$ cat src/logic/ntsc_pkg.sv
package ntsc_pkg;

  ////////////////////////////////////////////////////////////////////////////
  // Stream and coordinate widths
  ////////////////////////////////////////////////////////////////////////////

  // One CCIR656 word, also one Y, Cr or Cb sample
  parameter int COMP_W = 10;
  parameter int X_W    = 10;
  parameter int Y_W    = 9;

  // Reduced pixel is Y[9:2], Cr[9:5], Cb[9:5]
  parameter int PIX_W  = 18;
  parameter int PAIR_W = 2 * PIX_W;

  ////////////////////////////////////////////////////////////////////////////
  // Timing reference codes
  ////////////////////////////////////////////////////////////////////////////

  parameter logic [COMP_W-1:0] WORD_PREAMBLE = 10'h3FF;
  parameter logic [COMP_W-1:0] WORD_ZERO     = 10'h000;

  // The eight XY words that follow 3FF 000 000
  parameter int XY_CODE_COUNT = 8;
  parameter logic [COMP_W-1:0] XY_CODES [XY_CODE_COUNT] = '{
    10'h200, 10'h274, 10'h2AC, 10'h2D8,
    10'h31C, 10'h368, 10'h3B0, 10'h3C4
  };

  // Flag positions inside an XY word
  parameter int FIELD_BIT = 8;
  parameter int V_BIT     = 7;
  parameter int H_BIT     = 6;

  ////////////////////////////////////////////////////////////////////////////
  // Chroma corners
  ////////////////////////////////////////////////////////////////////////////

  parameter logic [COMP_W-1:0] CHROMA_HIGH = 10'd800;
  parameter logic [COMP_W-1:0] CHROMA_LOW  = 10'd200;

  // Corner names read Cr first, then Cb
  typedef enum logic [1:0] {
    HIGH_HIGH = 2'd0,
    LOW_HIGH  = 2'd1,
    HIGH_LOW  = 2'd2,
    LOW_LOW   = 2'd3
  } color_t;

endpackage

$ cat src/logic/ccir656_decode.sv
module ccir656_decode (
  input  logic                        clk,
  input  logic                        reset,
  input  logic [ntsc_pkg::COMP_W-1:0] tv_in_ycrcb,
  output logic                        pix_valid,
  output logic [ntsc_pkg::COMP_W-1:0] pix_y,
  output logic [ntsc_pkg::COMP_W-1:0] pix_cr,
  output logic [ntsc_pkg::COMP_W-1:0] pix_cb,
  output logic                        sync_v,
  output logic                        sync_h,
  output logic                        field
);
  import ntsc_pkg::*;

  // Hunt for 000 000, then the XY word, then Cb Y Cr Y until the next 3FF
  typedef enum logic [2:0] {
    HUNT,
    ZERO_1,
    XY_WORD,
    ACT_CB,
    ACT_Y0,
    ACT_CR,
    ACT_Y1
  } state_t;

  state_t state;
  state_t state_next;
  logic   is_preamble;
  logic   is_zero;
  logic   xy_known;
  logic   xy_accept;
  logic   xy_active;
  logic   y_word;

  assign is_preamble = (tv_in_ycrcb == WORD_PREAMBLE);
  assign is_zero     = (tv_in_ycrcb == WORD_ZERO);

  // Compare against the table of legal XY words
  always_comb
  begin
    xy_known = 1'b0;
    for (int i = 0; i < XY_CODE_COUNT; i++)
    begin
      if (tv_in_ycrcb == XY_CODES[i])
        xy_known = 1'b1;
    end
  end

  assign xy_accept = (state == XY_WORD) && xy_known;
  // Active video has neither V nor H set (200 and 31C)
  assign xy_active = !tv_in_ycrcb[V_BIT] && !tv_in_ycrcb[H_BIT];
  assign y_word    = ((state == ACT_Y0) || (state == ACT_Y1)) && !is_preamble;

  always_comb
  begin
    state_next = HUNT;
    // 3FF always restarts the hunt
    if (!is_preamble)
      case (state)
        HUNT:    state_next = is_zero ? ZERO_1 : HUNT;
        ZERO_1:  state_next = is_zero ? XY_WORD : HUNT;
        // Blanking and unknown codes drop back to the hunt
        XY_WORD: state_next = (xy_accept && xy_active) ? ACT_CB : HUNT;
        ACT_CB:  state_next = ACT_Y0;
        ACT_Y0:  state_next = ACT_CR;
        ACT_CR:  state_next = ACT_Y1;
        ACT_Y1:  state_next = ACT_CB;
        default: state_next = HUNT;
      endcase
  end

  always_ff @(posedge clk)
  begin
    if (reset)
    begin
      state     <= HUNT;
      pix_valid <= 1'b0;
      sync_v    <= 1'b0;
      sync_h    <= 1'b0;
      field     <= 1'b0;
    end
    else
    begin
      state     <= state_next;
      pix_valid <= y_word;
      // Sync pulses last one cycle, field holds until the next XY word
      sync_v    <= xy_accept && tv_in_ycrcb[V_BIT];
      sync_h    <= xy_accept && tv_in_ycrcb[H_BIT];
      if (xy_accept)
        field <= tv_in_ycrcb[FIELD_BIT];
    end
  end

  // Component registers, Y goes out with the strobe
  always_ff @(posedge clk)
  begin
    if (y_word)
      pix_y <= tv_in_ycrcb;
    if ((state == ACT_CR) && !is_preamble)
      pix_cr <= tv_in_ycrcb;
    if ((state == ACT_CB) && !is_preamble)
      pix_cb <= tv_in_ycrcb;
  end

  // At least one chroma word sits between two Y words
  a_pix_valid_spaced: assert property (
    @(posedge clk) disable iff (reset) pix_valid |=> !pix_valid
  ) else $error("pix_valid high on two consecutive cycles");

endmodule

$ cat src/logic/chroma_classifier.sv
module chroma_classifier (
  input  logic                        clk,
  input  logic                        reset,
  input  logic                        px_valid,
  input  logic [ntsc_pkg::COMP_W-1:0] px_cr,
  input  logic [ntsc_pkg::COMP_W-1:0] px_cb,
  input  logic [ntsc_pkg::X_W-1:0]    px_x,
  input  logic [ntsc_pkg::Y_W-1:0]    px_line,
  output ntsc_pkg::color_t            color,
  output logic [ntsc_pkg::X_W-1:0]    interesting_x,
  output logic [ntsc_pkg::Y_W-1:0]    interesting_y,
  output logic                        interesting_flag
);
  import ntsc_pkg::*;

  logic   cr_high;
  logic   cr_low;
  logic   cb_high;
  logic   cb_low;
  logic   corner;
  color_t corner_color;

  // Strict compares, the thresholds themselves are mid-range
  assign cr_high = px_cr > CHROMA_HIGH;
  assign cr_low  = px_cr < CHROMA_LOW;
  assign cb_high = px_cb > CHROMA_HIGH;
  assign cb_low  = px_cb < CHROMA_LOW;

  // Priority follows the encoding order of color_t
  always_comb
  begin
    corner       = 1'b1;
    corner_color = HIGH_HIGH;
    if (cr_high && cb_high)
      corner_color = HIGH_HIGH;
    else if (cr_low && cb_high)
      corner_color = LOW_HIGH;
    else if (cr_high && cb_low)
      corner_color = HIGH_LOW;
    else if (cr_low && cb_low)
      corner_color = LOW_LOW;
    else
      corner = 1'b0;
  end

  always_ff @(posedge clk)
  begin
    if (reset)
      interesting_flag <= 1'b0;
    else
      interesting_flag <= px_valid && corner;
  end

  // Last hit is held until the next one
  always_ff @(posedge clk)
  begin
    if (px_valid && corner)
    begin
      color         <= corner_color;
      interesting_x <= px_x;
      interesting_y <= px_line;
    end
  end

  a_flag_follows_pixel: assert property (
    @(posedge clk) disable iff (reset) interesting_flag |-> $past(px_valid)
  ) else $error("interesting_flag without a pixel on the previous cycle");

endmodule

$ cat src/logic/ntsc_capture.sv
module ntsc_capture #(
  parameter int ACTIVE_WIDTH = 640,
  parameter int ACTIVE_LINES = 480
) (
  input  logic                        clk,
  input  logic                        reset,
  input  logic [ntsc_pkg::COMP_W-1:0] tv_in_ycrcb,
  output logic [ntsc_pkg::PAIR_W-1:0] ntsc_pixels,
  output logic                        ntsc_flag,
  output ntsc_pkg::color_t            color,
  output logic [ntsc_pkg::X_W-1:0]    interesting_x,
  output logic [ntsc_pkg::Y_W-1:0]    interesting_y,
  output logic                        interesting_flag,
  output logic                        frame_flag,
  output logic                        dv,
  output logic [2:0]                  fvh,
  output logic [ntsc_pkg::X_W-1:0]    x,
  output logic [ntsc_pkg::Y_W-1:0]    y
);
  import ntsc_pkg::*;

  ////////////////////////////////////////////////////////////////////////////
  // Decoder outputs
  ////////////////////////////////////////////////////////////////////////////

  logic              pix_valid;
  logic [COMP_W-1:0] pix_y;
  logic [COMP_W-1:0] pix_cr;
  logic [COMP_W-1:0] pix_cb;
  logic              sync_v;
  logic              sync_h;
  logic              field;

  // Tracker outputs, shared by packer and classifier
  logic              px_valid;
  logic [COMP_W-1:0] px_y;
  logic [COMP_W-1:0] px_cr;
  logic [COMP_W-1:0] px_cb;
  logic [X_W-1:0]    px_x;
  logic [Y_W-1:0]    px_line;

  // Raw decoder status, field on top
  assign dv  = pix_valid;
  assign fvh = {field, sync_v, sync_h};

  ccir656_decode decode (
    .clk         (clk),
    .reset       (reset),
    .tv_in_ycrcb (tv_in_ycrcb),
    .pix_valid   (pix_valid),
    .pix_y       (pix_y),
    .pix_cr      (pix_cr),
    .pix_cb      (pix_cb),
    .sync_v      (sync_v),
    .sync_h      (sync_h),
    .field       (field)
  );

  raster_tracker #(
    .ACTIVE_WIDTH (ACTIVE_WIDTH),
    .ACTIVE_LINES (ACTIVE_LINES)
  ) tracker (
    .clk        (clk),
    .reset      (reset),
    .pix_valid  (pix_valid),
    .pix_y      (pix_y),
    .pix_cr     (pix_cr),
    .pix_cb     (pix_cb),
    .sync_v     (sync_v),
    .sync_h     (sync_h),
    .field      (field),
    .px_valid   (px_valid),
    .px_y       (px_y),
    .px_cr      (px_cr),
    .px_cb      (px_cb),
    .px_x       (px_x),
    .px_line    (px_line),
    .x          (x),
    .y          (y),
    .frame_flag (frame_flag)
  );

  pixel_packer packer (
    .clk         (clk),
    .reset       (reset),
    .px_valid    (px_valid),
    .px_y        (px_y),
    .px_cr       (px_cr),
    .px_cb       (px_cb),
    .ntsc_pixels (ntsc_pixels),
    .ntsc_flag   (ntsc_flag)
  );

  chroma_classifier classifier (
    .clk              (clk),
    .reset            (reset),
    .px_valid         (px_valid),
    .px_cr            (px_cr),
    .px_cb            (px_cb),
    .px_x             (px_x),
    .px_line          (px_line),
    .color            (color),
    .interesting_x    (interesting_x),
    .interesting_y    (interesting_y),
    .interesting_flag (interesting_flag)
  );

endmodule

$ cat src/logic/pixel_packer.sv
module pixel_packer (
  input  logic                        clk,
  input  logic                        reset,
  input  logic                        px_valid,
  input  logic [ntsc_pkg::COMP_W-1:0] px_y,
  input  logic [ntsc_pkg::COMP_W-1:0] px_cr,
  input  logic [ntsc_pkg::COMP_W-1:0] px_cb,
  output logic [ntsc_pkg::PAIR_W-1:0] ntsc_pixels,
  output logic                        ntsc_flag
);
  import ntsc_pkg::*;

  logic             slot_high;
  logic [PIX_W-1:0] reduced;

  // Keep the top 8 bits of Y and the top 5 of each chroma
  assign reduced = {px_y[COMP_W-1 -: 8], px_cr[COMP_W-1 -: 5], px_cb[COMP_W-1 -: 5]};

  always_ff @(posedge clk)
  begin
    if (reset)
    begin
      slot_high <= 1'b0;
      ntsc_flag <= 1'b0;
    end
    else
    begin
      // Word is complete once the upper half is written
      ntsc_flag <= px_valid && slot_high;
      if (px_valid)
        slot_high <= !slot_high;
    end
  end

  always_ff @(posedge clk)
  begin
    if (px_valid)
    begin
      if (slot_high)
        ntsc_pixels[PAIR_W-1:PIX_W] <= reduced;
      else
        ntsc_pixels[PIX_W-1:0] <= reduced;
    end
  end

endmodule

$ cat src/logic/raster_tracker.sv
module raster_tracker #(
  parameter int ACTIVE_WIDTH = 640,
  parameter int ACTIVE_LINES = 480
) (
  input  logic                        clk,
  input  logic                        reset,
  input  logic                        pix_valid,
  input  logic [ntsc_pkg::COMP_W-1:0] pix_y,
  input  logic [ntsc_pkg::COMP_W-1:0] pix_cr,
  input  logic [ntsc_pkg::COMP_W-1:0] pix_cb,
  input  logic                        sync_v,
  input  logic                        sync_h,
  input  logic                        field,
  output logic                        px_valid,
  output logic [ntsc_pkg::COMP_W-1:0] px_y,
  output logic [ntsc_pkg::COMP_W-1:0] px_cr,
  output logic [ntsc_pkg::COMP_W-1:0] px_cb,
  output logic [ntsc_pkg::X_W-1:0]    px_x,
  output logic [ntsc_pkg::Y_W-1:0]    px_line,
  output logic [ntsc_pkg::X_W-1:0]    x,
  output logic [ntsc_pkg::Y_W-1:0]    y,
  output logic                        frame_flag
);
  import ntsc_pkg::*;

  logic in_window;
  logic forward;
  logic frame_done;

  // Lines past the window are blanking and pixels past the width are dropped
  assign in_window = (x < ACTIVE_WIDTH) && (y < ACTIVE_LINES);
  assign forward   = pix_valid && in_window;

  always_ff @(posedge clk)
  begin
    if (reset)
    begin
      x          <= '0;
      y          <= '0;
      px_valid   <= 1'b0;
      frame_flag <= 1'b0;
      frame_done <= 1'b0;
    end
    else
    begin
      px_valid <= forward;
      // Field 1 takes the even lines and field 0 the odd lines
      if (sync_v)
      begin
        y <= field ? '0 : Y_W'(1);
        x <= '0;
      end
      else if (sync_h)
      begin
        y <= y + Y_W'(2);
        x <= '0;
      end
      else if (forward)
        x <= x + 1'b1;

      // One pulse per frame that rearms once field goes back to 0
      frame_flag <= sync_v && field && !frame_done;
      if (!field)
        frame_done <= 1'b0;
      else if (sync_v)
        frame_done <= 1'b1;
    end
  end

  // Pixel stage register with its coordinates
  always_ff @(posedge clk)
  begin
    if (forward)
    begin
      px_y    <= pix_y;
      px_cr   <= pix_cr;
      px_cb   <= pix_cb;
      px_x    <= x;
      px_line <= y;
    end
  end

  a_x_bounded: assert property (
    @(posedge clk) disable iff (reset) x <= ACTIVE_WIDTH
  ) else $error("x ran past the active width");

endmodule

$ cat config.mk
export PLATFORM = sky130hd
export DESIGN_NAME = ntsc_capture
export DESIGN_NICKNAME = d
export VERILOG_FILES = /design/src/logic/ntsc_pkg.sv /design/src/logic/ccir656_decode.sv /design/src/logic/chroma_classifier.sv /design/src/logic/ntsc_capture.sv /design/src/logic/pixel_packer.sv /design/src/logic/raster_tracker.sv
export SDC_FILE = /design/constraint.sdc
export NUM_CORES = 1
export LEC_CHECK = 0
export BUFFER_PORTS_ARGS = -buffer_cell sky130_fd_sc_hd__buf_2
export CORE_ASPECT_RATIO = 1.4
export CORE_UTILIZATION = 55
export CTS_CLUSTER_DIAMETER = 60
export DETAILED_ROUTE_END_ITERATION = 12
export GPL_TIMING_DRIVEN = 0
export PLACE_DENSITY_LB_ADDON = 0.08
export SLEW_MARGIN = 20
export SYNTH_ARGS = -nofsm -noshare
export SYNTH_HDL_FRONTEND = slang
export SYNTH_HIERARCHICAL = 1
export SYNTH_SLANG_ARGS = --single-unit
export TNS_END_PERCENT = 100
$ cat constraint.sdc
create_clock -name clk -period 4 [get_ports clk]
set_clock_uncertainty 0.2 [all_clocks]
set_input_delay 0.6 -clock clk [delete_from_list [all_inputs] [get_ports clk]]
set_output_delay 0.6 -clock clk [all_outputs]
set_load 0.05 [all_outputs]
==> results of run 1 <==
## worst paths after layout
kind | start | to | slack (ps) | depth (start not counted)
worst max register to register | tracker/px_cb[5] | classifier/interesting_y[0] | 1760 | 4
worst max-delay path | tracker/px_cb[5] | classifier/interesting_y[0] | 1760 | 4
worst min register to register | tracker/px_x[9] | classifier/interesting_x[9] | 210 | 0
worst min-delay path | tracker/px_x[9] | classifier/interesting_x[9] | 210 | 0
## sequential cells by signal, indices dropped and copies added (netlist names), 3 cells and up
register                  flops
tracker/px_x                 10
decode/pix_cr                10
tracker/x                    10
classifier/interesting_x     10
tracker/px_cr                10
tracker/px_y                  8
tracker/y                     9
tracker/px_cb                10
classifier/interesting_y      9
tracker/px_line               9
decode/state                  3
packer/ntsc_pixels           36
decode/pix_y                  8
decode/pix_cb                10
## routing by layer
metal,share of wire,global-route usage,vias up
met1,0.42,0.225,1502
li1,-,-,1506
met3,0.048,0.0671,5
met2,0.52,0.302,107
met5,0,0,-
met4,0.0082,0.0789,0
## power by group through the flow
stage	Clock (µW)	Combinational [µW]	Sequential, µW
6_report	1660	34.9	1820
5_1_grt	1760	38.6	1820
4_1_cts	1690	34.7	1820
3_5_place_dp	0	34.5	1860
3_3_place_gp	0	33.6	1860
2_1_floorplan	0	12.8	1860
## layout by cell type (no fill, tap or decap), types with 3 or more instances in the layout
cell type and instances:
a211oi_1 3, a21oi_1 5, and3_1 3, buf_2 95
buf_4 3, clkbuf_1 5, clkbuf_16 20, dfxtp_1 32
edfxtp_1 132, inv_1 5, mux2i_1 3, nand2_1 16
nand2b_1 3, nand3_1 5, nand4_1 6, nor2_1 20
nor3_1 10, nor4_1 6, o211ai_1 3, o21ai_0 8
o311ai_1 3, or3_1 4, xnor2_1 5, xor2_1 5
## through the flow
stage	instance area (µm²)	std cells	hold WS [ps]	total power [µW]
after global placement	6280	555	200	1890
final	6960	588	208	3510
after floorplan	5640	326	197	1870
after CTS	6960	588	211	3550
after global routing	6960	588	220	3620
after detailed placement	6330	556	205	1890
## critical path: cells and delay by family, from the launching register on
family	cells	cell delay, ps
AOI/OAI and AO/OA	2	930
buffers and inverters	1	230
DFF	1	440
and+or+nand+nor	1	150
## layout make-up
class                      instances  area, µm²
fill                             666       2990
inverter                           5       18.8
clock inverter                     6       87.6
sequential                       164       4600
multi-input combinational        149        997
timing repair buffer              95        485
buffer                             8       53.8
tap                              135        169
clock buffer                      26        543
==> results.json, run 1 <==
{
  "clk_pin_slew_worst_paths_ps": 60,
  "cts.sinks": 164,
  "grt.total_usage": 0.186,
  "pin_count": 95,
  "power.switching_uw": 615,
  "dieWidth_um": 87.6,
  "grt_max_degree": 51,
  "via_per_inst": 5.31,
  "clockRootBuffer": "clkbuf_16",
  "numCtsBuffers": 17,
  "core_area_mm2": 0.00995,
  "power.share.clock": 0.471,
  "p_sw_frac": 0.175,
  "postCtsSetupRepairBufs": 0,
  "start_kind": "flip-flop",
  "worst_hold_path_type": "flip-flop to flip-flop",
  "share_seq_of_total_power": 0.519,
  "path_class": "flip-flop to flip-flop",
  "hpwl_um": 5910,
  "slew-limit-headroom": 0.470,
  "crit_chain": "o311ai_2 > nand2_2 > a221oi_4 > buf_8",
  "final_util": 0.699,
  "gr-total-overflow": 0,
  "grt_pass1_wl_um": 14200,
  "synth_nets": 340,
  "layout_setup_ws_ps": 1760,
  "timing.fmax_ghz": 0.446,
  "io_buffers": 94,
  "cp_max_fo": 11,
  "clk_path_buf_depth": 2,
  "status": "finished, final reports clean",
  "cts_hold_buf": 0,
  "firstDrtPassIters": 4,
  "htreeDepth": 4,
  "grt_pass1_vias": 2773,
  "fin_crit_sh": 0.561,
  "rows": 43,
  "rsz0062_at_grt": "no",
  "die_h_um": 122,
  "cp.arrival_ps": 2160,
  "grt_antenna_before_repair": 0,
  "final_nets": 454,
  "cts_tree": "yes",
  "p_leak_uw": 0.00251,
  "fin_setup_tns_ps": 0,
  "cts_resized": 0,
  "period_minus_slack_ps": 2240,
  "post-place-ws_ps": 1500,
  "cap_violations": 0,
  "drive_above_1_share": 0.318,
  "ys_warn_count": 6,
  "wl_um": 9080,
  "setup_viol": 0,
  "synthCells": 326,
  "netlist_area_mm2": 0.00564,
  "drt-initial-drc-count": 188,
  "n_antenna_cell": 0,
  "syn_to_final_growth_pct": 23.3,
  "crit_required_ps": 3920,
  "synth.avg_cell_area_um2": 17.3,
  "globalplace.congestion": 0.842,
  "drcViolationCount": 0,
  "combPwrFrac": 0.010,
  "ant_nets": 0,
  "vias": 3120,
  "initial_core_util": 0.567,
  "fp.dieArea_mm2": 0.0107,
  "maxSlewViolCount": 0,
  "wire_per_inst_um": 15.4,
  "clock_latency_ps": 410,
  "finalHoldViolations": 0,
  "power_density_mw_per_mm2": 505,
  "cpMaxStageDelayCell": "a221oi_4",
  "crit_path_end_kind": "flip-flop",
  "internal_power_uw": 2900,
  "critPathMaxStageDelay_ps": 630,
  "ir_worst_vdd_v": 0.000351,
  "worst_pin_slew_ps": 791
}
No activity file was read; power rests on OpenSTA's default activity.
==> inputs of run 2 (changes only) <==
--- a/config.mk
+++ b/config.mk
@@ -7,7 +7,7 @@
 export LEC_CHECK = 0
 export BUFFER_PORTS_ARGS = -buffer_cell sky130_fd_sc_hd__buf_2
 export CORE_ASPECT_RATIO = 1.4
-export CORE_UTILIZATION = 55
+export CORE_UTILIZATION = 50
 export CTS_CLUSTER_DIAMETER = 60
 export DETAILED_ROUTE_END_ITERATION = 12
 export GPL_TIMING_DRIVEN = 0
==> constraint.sdc (replaced) <==
create_clock -name clk -period 1.9 [get_ports clk]
set_clock_uncertainty 0.2 [all_clocks]
set_input_delay 0.285 -clock clk [delete_from_list [all_inputs] [get_ports clk]]
set_output_delay 0.285 -clock clk [all_outputs]
set_load 0.05 [all_outputs]
==> run 2 against run 1 <==
  * The flow now finishes with violations (negative setup slack)
  * Sequential share of layout area shrank 1.8 points
  * Wire length grew 10%
  * Clock-buffer cell count shrank 9
  * Via count grew 3.6%
  * Sequential cell count is the same
==> results.json, run 2 (synthesized netlist as in run 1, its figures left out) <==
{
  "hpwl_um": 5990,
  "start_kind": "flip-flop",
  "finalHoldViolations": 0,
  "grt_pass1_vias": 2967,
  "path_class": "flip-flop to flip-flop",
  "cp_max_fo": 8,
  "drive_above_1_share": 0.368,
  "worst_pin_slew_ps": 829,
  "period_minus_slack_ps": 1910,
  "final_common_cell": "edfxtp_1",
  "core_area_mm2": 0.0109,
  "fin_crit_sh": 1.00,
  "stdcell_count": 616,
  "syn_to_final_growth_pct": 27.2,
  "clock_latency_ps": 420,
  "maxSlewViolCount": 0,
  "numCtsBuffers": 17,
  "p_leak_uw": 0.00259,
  "cts_tree": "yes",
  "die_h_um": 128,
  "wl_um": 9990,
  "drt-initial-drc-count": 154,
  "gr-total-overflow": 0,
  "pin_count": 95,
  "dieWidth_um": 91.8,
  "post-place-ws_ps": -523,
  "final_nets": 476,
  "htreeDepth": 4,
  "cts.sinks": 164,
  "clk_pin_slew_worst_paths_ps": 60,
  "timing.fmax_ghz": 0.524,
  "io_buffers": 94,
  "status": "finished with violations",
  "drcViolationCount": 0,
  "crit_path_end_kind": "flip-flop",
  "n_antenna_cell": 0,
  "rsz0062_at_grt": "yes",
  "crit_required_ps": 1830,
  "ant_nets": 0,
  "setup_viol": 8,
  "globalplace.congestion": 0.836,
  "power_density_mw_per_mm2": 988,
  "fill_cells": 808,
  "vias": 3231,
  "fp.dieArea_mm2": 0.0117,
  "cap_violations": 0,
  "slew-limit-headroom": 0.444,
  "dp_cells": 561,
  "cp.arrival_ps": 1840,
  "worst_hold_path_type": "input pin to flip-flop",
  "grt_pass1_wl_um": 15200,
  "layout_setup_ws_ps": -7.10,
  "via_per_inst": 5.25,
  "top_register": "packer/ntsc_pixels",
  "wire_per_inst_um": 16.2,
  "initial_core_util": 0.517,
  "grt.total_usage": 0.176,
  "violations": "negative setup slack",
  "rows": 45,
  "grt_antenna_before_repair": 0,
  "finalPower_uw": 7090,
  "firstDrtPassIters": 4,
  "clockRootBuffer": "clkbuf_16",
  "ir_worst_vdd_v": 0.000725,
  "largest_reg_flops": 36,
  "grt_max_degree": 51,
  "clk_path_buf_depth": 2,
  "final_cell_mix": "132 x edfxtp_1, 94 x buf_2, 23 x dfxtp_1"
}
==> run 2: changes by cell type in the layout (fill, tap and decap cells not counted), moves of 3 or more <==
| cell | change |
|---|---|
| buf_4 | +9 |
| buf_6 | +3 |
| clkbuf_1 | -4 |
| clkbuf_16 | -3 |
| clkinvlp_4 | +5 |
| dfxtp_1 | -9 |
| dfxtp_2 | +6 |
| dfxtp_4 | +3 |
| dlygate4sd3_1 | +10 |
| inv_6 | +4 |
==> run 2: worst max-delay path: stages, from the launching register on <==
cell	delay [ps]
edfxtp_1	400
o311ai_2	310
nand2_2	170
a221oi_4	370
buf_12	170
==> run 2: area by class of cell <==
class | instances | area [µm²] | share of cell area
Inverter | 5 | 18.8 | 0.00261
Sequential cell | 164 | 4620 | 0.644
Clock buffer | 17 | 425 | 0.0593
Clock inverter | 15 | 131 | 0.0183
Multi-Input combinational cell | 150 | 1050 | 0.146
Buffer | 8 | 68.8 | 0.00959
Timing Repair Buffer | 116 | 684 | 0.0953
Tap cell | 141 | 176 | 0.0246
==> run 2: final timing paths <==
kind	from	to	slack, ps	cells after the start
worst max-delay path	tracker/px_cb[4]	classifier/interesting_y[5]	-7	4
worst min-delay path	tv_in_ycrcb[5]	decode/pix_cb[5]	30	1
worst max register to register	tracker/px_cb[4]	classifier/interesting_y[5]	-7	4
worst min register to register	tracker/px_x[0]	classifier/interesting_x[0]	220	0
==> run 2: layer usage <==
layer | up-vias | wire, µm | track usage | share of wire
met3 | 16 | 436 | 0.0445 | 0.044
met4 | 0 | 184 | 0.0910 | 0.018
met2 | 102 | 5130 | 0.299 | 0.51
met1 | 1567 | 4240 | 0.208 | 0.42
li1 | 1546 | - | - | -
met5 | - | 0 | 0 | 0
==> run 2: through the flow <==
| step | TNS [ps] | utilization | hold WS [ps] | instance area, µm² |
|---|---|---|---|---|
| detailed placement | -17270 | 0.580 | 205 | 6330 |
| finish | -48.0 | 0.657 | 26.9 | 7180 |
| floorplan | -4450 | - | 149 | 5680 |
| CTS | -340 | 0.651 | 1.23 | 7110 |
| global placement | -18540 | 0.579 | 201 | 6330 |
| global route | -1670 | 0.657 | 12.5 | 7180 |
==> run 2: what timing repair did <==
item	4_1_cts	5_1_grt
gates cloned	1	0
setup endpoints to repair	26	32
buffers inserted	6	6
pin swaps	5	8
hold buffers	10	0
endpoints found under the hold margin	25	0
gates resized for setup	11	9
==> run 2: report_power, final <==
group          switching (µW)  internal, µW
logic                    60.9          35.7
clock network            1360          1810
registers              0.0194          3830
==> inputs of run 3 (changes only) <==
--- a/config.mk
+++ b/config.mk
@@ -5,11 +5,13 @@
 export SDC_FILE = /design/constraint.sdc
 export NUM_CORES = 1
 export LEC_CHECK = 0
-export BUFFER_PORTS_ARGS = -buffer_cell sky130_fd_sc_hd__buf_2
+export CELL_PAD_IN_SITES_DETAIL_PLACEMENT = 1
+export CELL_PAD_IN_SITES_GLOBAL_PLACEMENT = 1
 export CORE_ASPECT_RATIO = 1.4
-export CORE_UTILIZATION = 50
+export CORE_UTILIZATION = 47
 export CTS_CLUSTER_DIAMETER = 60
 export DETAILED_ROUTE_END_ITERATION = 12
+export DONT_BUFFER_PORTS = 1
 export GPL_TIMING_DRIVEN = 0
 export PLACE_DENSITY_LB_ADDON = 0.08
 export SLEW_MARGIN = 20
==> run 3 against run 2 <==
  * The flow still finishes with violations (negative setup slack)
  * Combinational power shrank 21%
  * Sequential power is essentially flat
  * Hold slack gained 18 ps
  * Global-route usage grew 1.8 points
  * Sequential share of layout area grew 2.7 points
  * Maximum frequency shrank 3.2%
  * Utilization shrank 6.9 points
  * Wire length grew 16%
  * Final area shrank 3.6%
  * Sequential cell count is the same
==> results.json, run 3 (synthesized netlist as in run 1, its figures left out) <==
{
  "drive_above_1_share": 0.256,
  "finalHoldViolations": 0,
  "path_class": "flip-flop to flip-flop",
  "final_cell_mix": "132 x edfxtp_1, 19 x nor2_1, 18 x clkbuf_16",
  "clk_path_buf_depth": 2,
  "crit_required_ps": 1830,
  "grt_pass1_wl_um": 17500,
  "numCtsBuffers": 17,
  "syn_to_final_growth_pct": 22.6,
  "cpMaxStageDelayCell": "edfxtp_1",
  "cp.arrival_ps": 1900,
  "drt-initial-drc-count": 92,
  "internal_power_uw": 6040,
  "grt_max_degree": 51,
  "pin_count": 95,
  "io_buffers": 0,
  "clk_pin_slew_worst_paths_ps": 60,
  "rr_endpoint": "classifier/interesting_y[0]",
  "r2r_start": "tracker/px_cb[5]",
  "reg2reg_depth": 4,
  "drcViolationCount": 0,
  "cap_violations": 0,
  "period_minus_slack_ps": 1970,
  "cts_tree": "yes",
  "layout_setup_ws_ps": -70.1,
  "use_met1": 0.220,
  "firstDrtPassIters": 4,
  "maxSlewViolCount": 0,
  "combPwrFrac": 0.010,
  "final_common_cell": "edfxtp_1",
  "share_seq_of_total_power": 0.516,
  "dieWidth_um": 94.6,
  "top_register": "packer/ntsc_pixels",
  "critical_path.top_delay_family": "compound AO/OA/AOI/OAI gates",
  "crit_path_end_kind": "flip-flop",
  "critPathMaxStageDelay_ps": 450,
  "htreeDepth": 4,
  "final_nets": 388,
  "crit_buf_inv": 1,
  "core_area_mm2": 0.0118,
  "worst_pin_slew_ps": 830,
  "clockRootBuffer": "clkbuf_16",
  "final_util": 0.588,
  "stdcell_count": 534,
  "ir_worst_vdd_v": 0.000618,
  "n_antenna_cell": 0,
  "grt_antenna_before_repair": 0,
  "setup_viol": 22,
  "fp.dieArea_mm2": 0.0125,
  "largest_reg_flops": 36,
  "start_kind": "flip-flop",
  "vias": 3033,
  "met2_usage": 0.318,
  "violations": "negative setup slack",
  "grt.total_usage": 0.194,
  "ant_nets": 0,
  "whs_ps": 44.5,
  "wl_um": 11600,
  "timing.fmax_ghz": 0.508,
  "crit_chain": "o311ai_4 > nand2_4 > a221oi_4 > buf_12",
  "crit_end": "classifier/interesting_y[0]",
  "via_per_inst": 5.68,
  "cts.sinks": 164,
  "power_density_mw_per_mm2": 1070,
  "fin_crit_sh": 1.04,
  "initial_core_util": 0.480,
  "globalRouteMet3Util": 0.0781,
  "gr-total-overflow": 0,
  "grt_pass1_vias": 3144,
  "power.switching_uw": 1370,
  "rsz0062_at_grt": "yes",
  "cp_max_fo": 10,
  "startpoint": "tracker/px_cb[5]",
  "die_h_um": 132,
  "worst_hold_path_type": "input pin to flip-flop",
  "rows": 47,
  "p_sw_frac": 0.184,
  "finalPower_uw": 7410,
  "r2r_slack_ps": -70,
  "p_leak_uw": 0.00226,
  "hpwl_um": 6890,
  "slew-limit-headroom": 0.442,
  "crit_cells": 4,
  "status": "finished with violations",
  "wire_per_inst_um": 21.7,
  "dp_cells": 473,
  "hold_path_depth": 3,
  "top_usage_layer": "met2",
  "globalplace.congestion": 0.743,
  "power.share.clock": 0.473,
  "clock_latency_ps": 420
}
run 3: worst min-delay path by stage:
stage / slack, ps / end / start
2_1_floorplan: 150 / packer/ntsc_flag / reset
3_3_place_gp: 150 / packer/ntsc_flag / reset
3_5_place_dp: 150 / packer/ntsc_flag / reset
4_1_cts: 0.2 / tracker/x[0] / reset
5_1_grt: 40 / decode/field / tv_in_ycrcb[8]
6_report: 40 / decode/field / tv_in_ycrcb[8]
run 3: worst register-to-register path: cells and delay by family, from the launching register on:
| family | cells | cell delay, ps |
|---|---|---|
| flip-flops | 1 | 450 |
| AO/OA/AOI/OAI | 2 | 720 |
| AND/OR/NAND/NOR | 1 | 130 |
| buffers and inverters | 1 | 180 |
run 3: repair_timing:
| action | in CTS | in global routing |
|---|---|---|
| pin swaps | 6 | 6 |
| endpoints found under the hold margin | 39 | 6 |
| setup endpoints to repair | 82 | 43 |
| gates resized for setup | 21 | 23 |
| hold buffers | 12 | 1 |
| buffers inserted | 5 | 9 |
| gates cloned | 1 | 1 |
run 3: per-stage QoR:
stage,setup TNS (ps),setup WS [ps],area (µm²)
2_1_floorplan,-4450,-212,5680
3_3_place_gp,-21150,-509,5870
3_5_place_dp,-24760,-650,5870
4_1_cts,-1670,-88.6,6750
5_1_grt,-2510,-135,6920
6_report,-1180,-70.1,6920
run 3: power by group through the flow:
stage	combinational [µW]	sequential, µW	clock, µW
2_1_floorplan	26.9	3910	0
3_3_place_gp	33.7	3910	0
3_5_place_dp	34.9	3910	0
4_1_cts	71.3	3830	3580
5_1_grt	82.5	3820	3700
6_report	76.4	3830	3510
run 3: final cells by class:
type / instances / area [µm²]
fill: 1088 / 4840
timing repair buffer: 28 / 272
sequential: 164 / 4640
inverter: 5 / 18.8
multi-input combinational: 150 / 1110
clock inverter: 15 / 189
tap: 147 / 184
buffer: 8 / 77.6
clock buffer: 17 / 425
run 3: per-layer routing:
layer | routed length (µm) | share of wire
met5 | 0 | 0
met3 | 691 | 0.060
met1 | 4460 | 0.38
met4 | 204 | 0.018
met2 | 6250 | 0.54
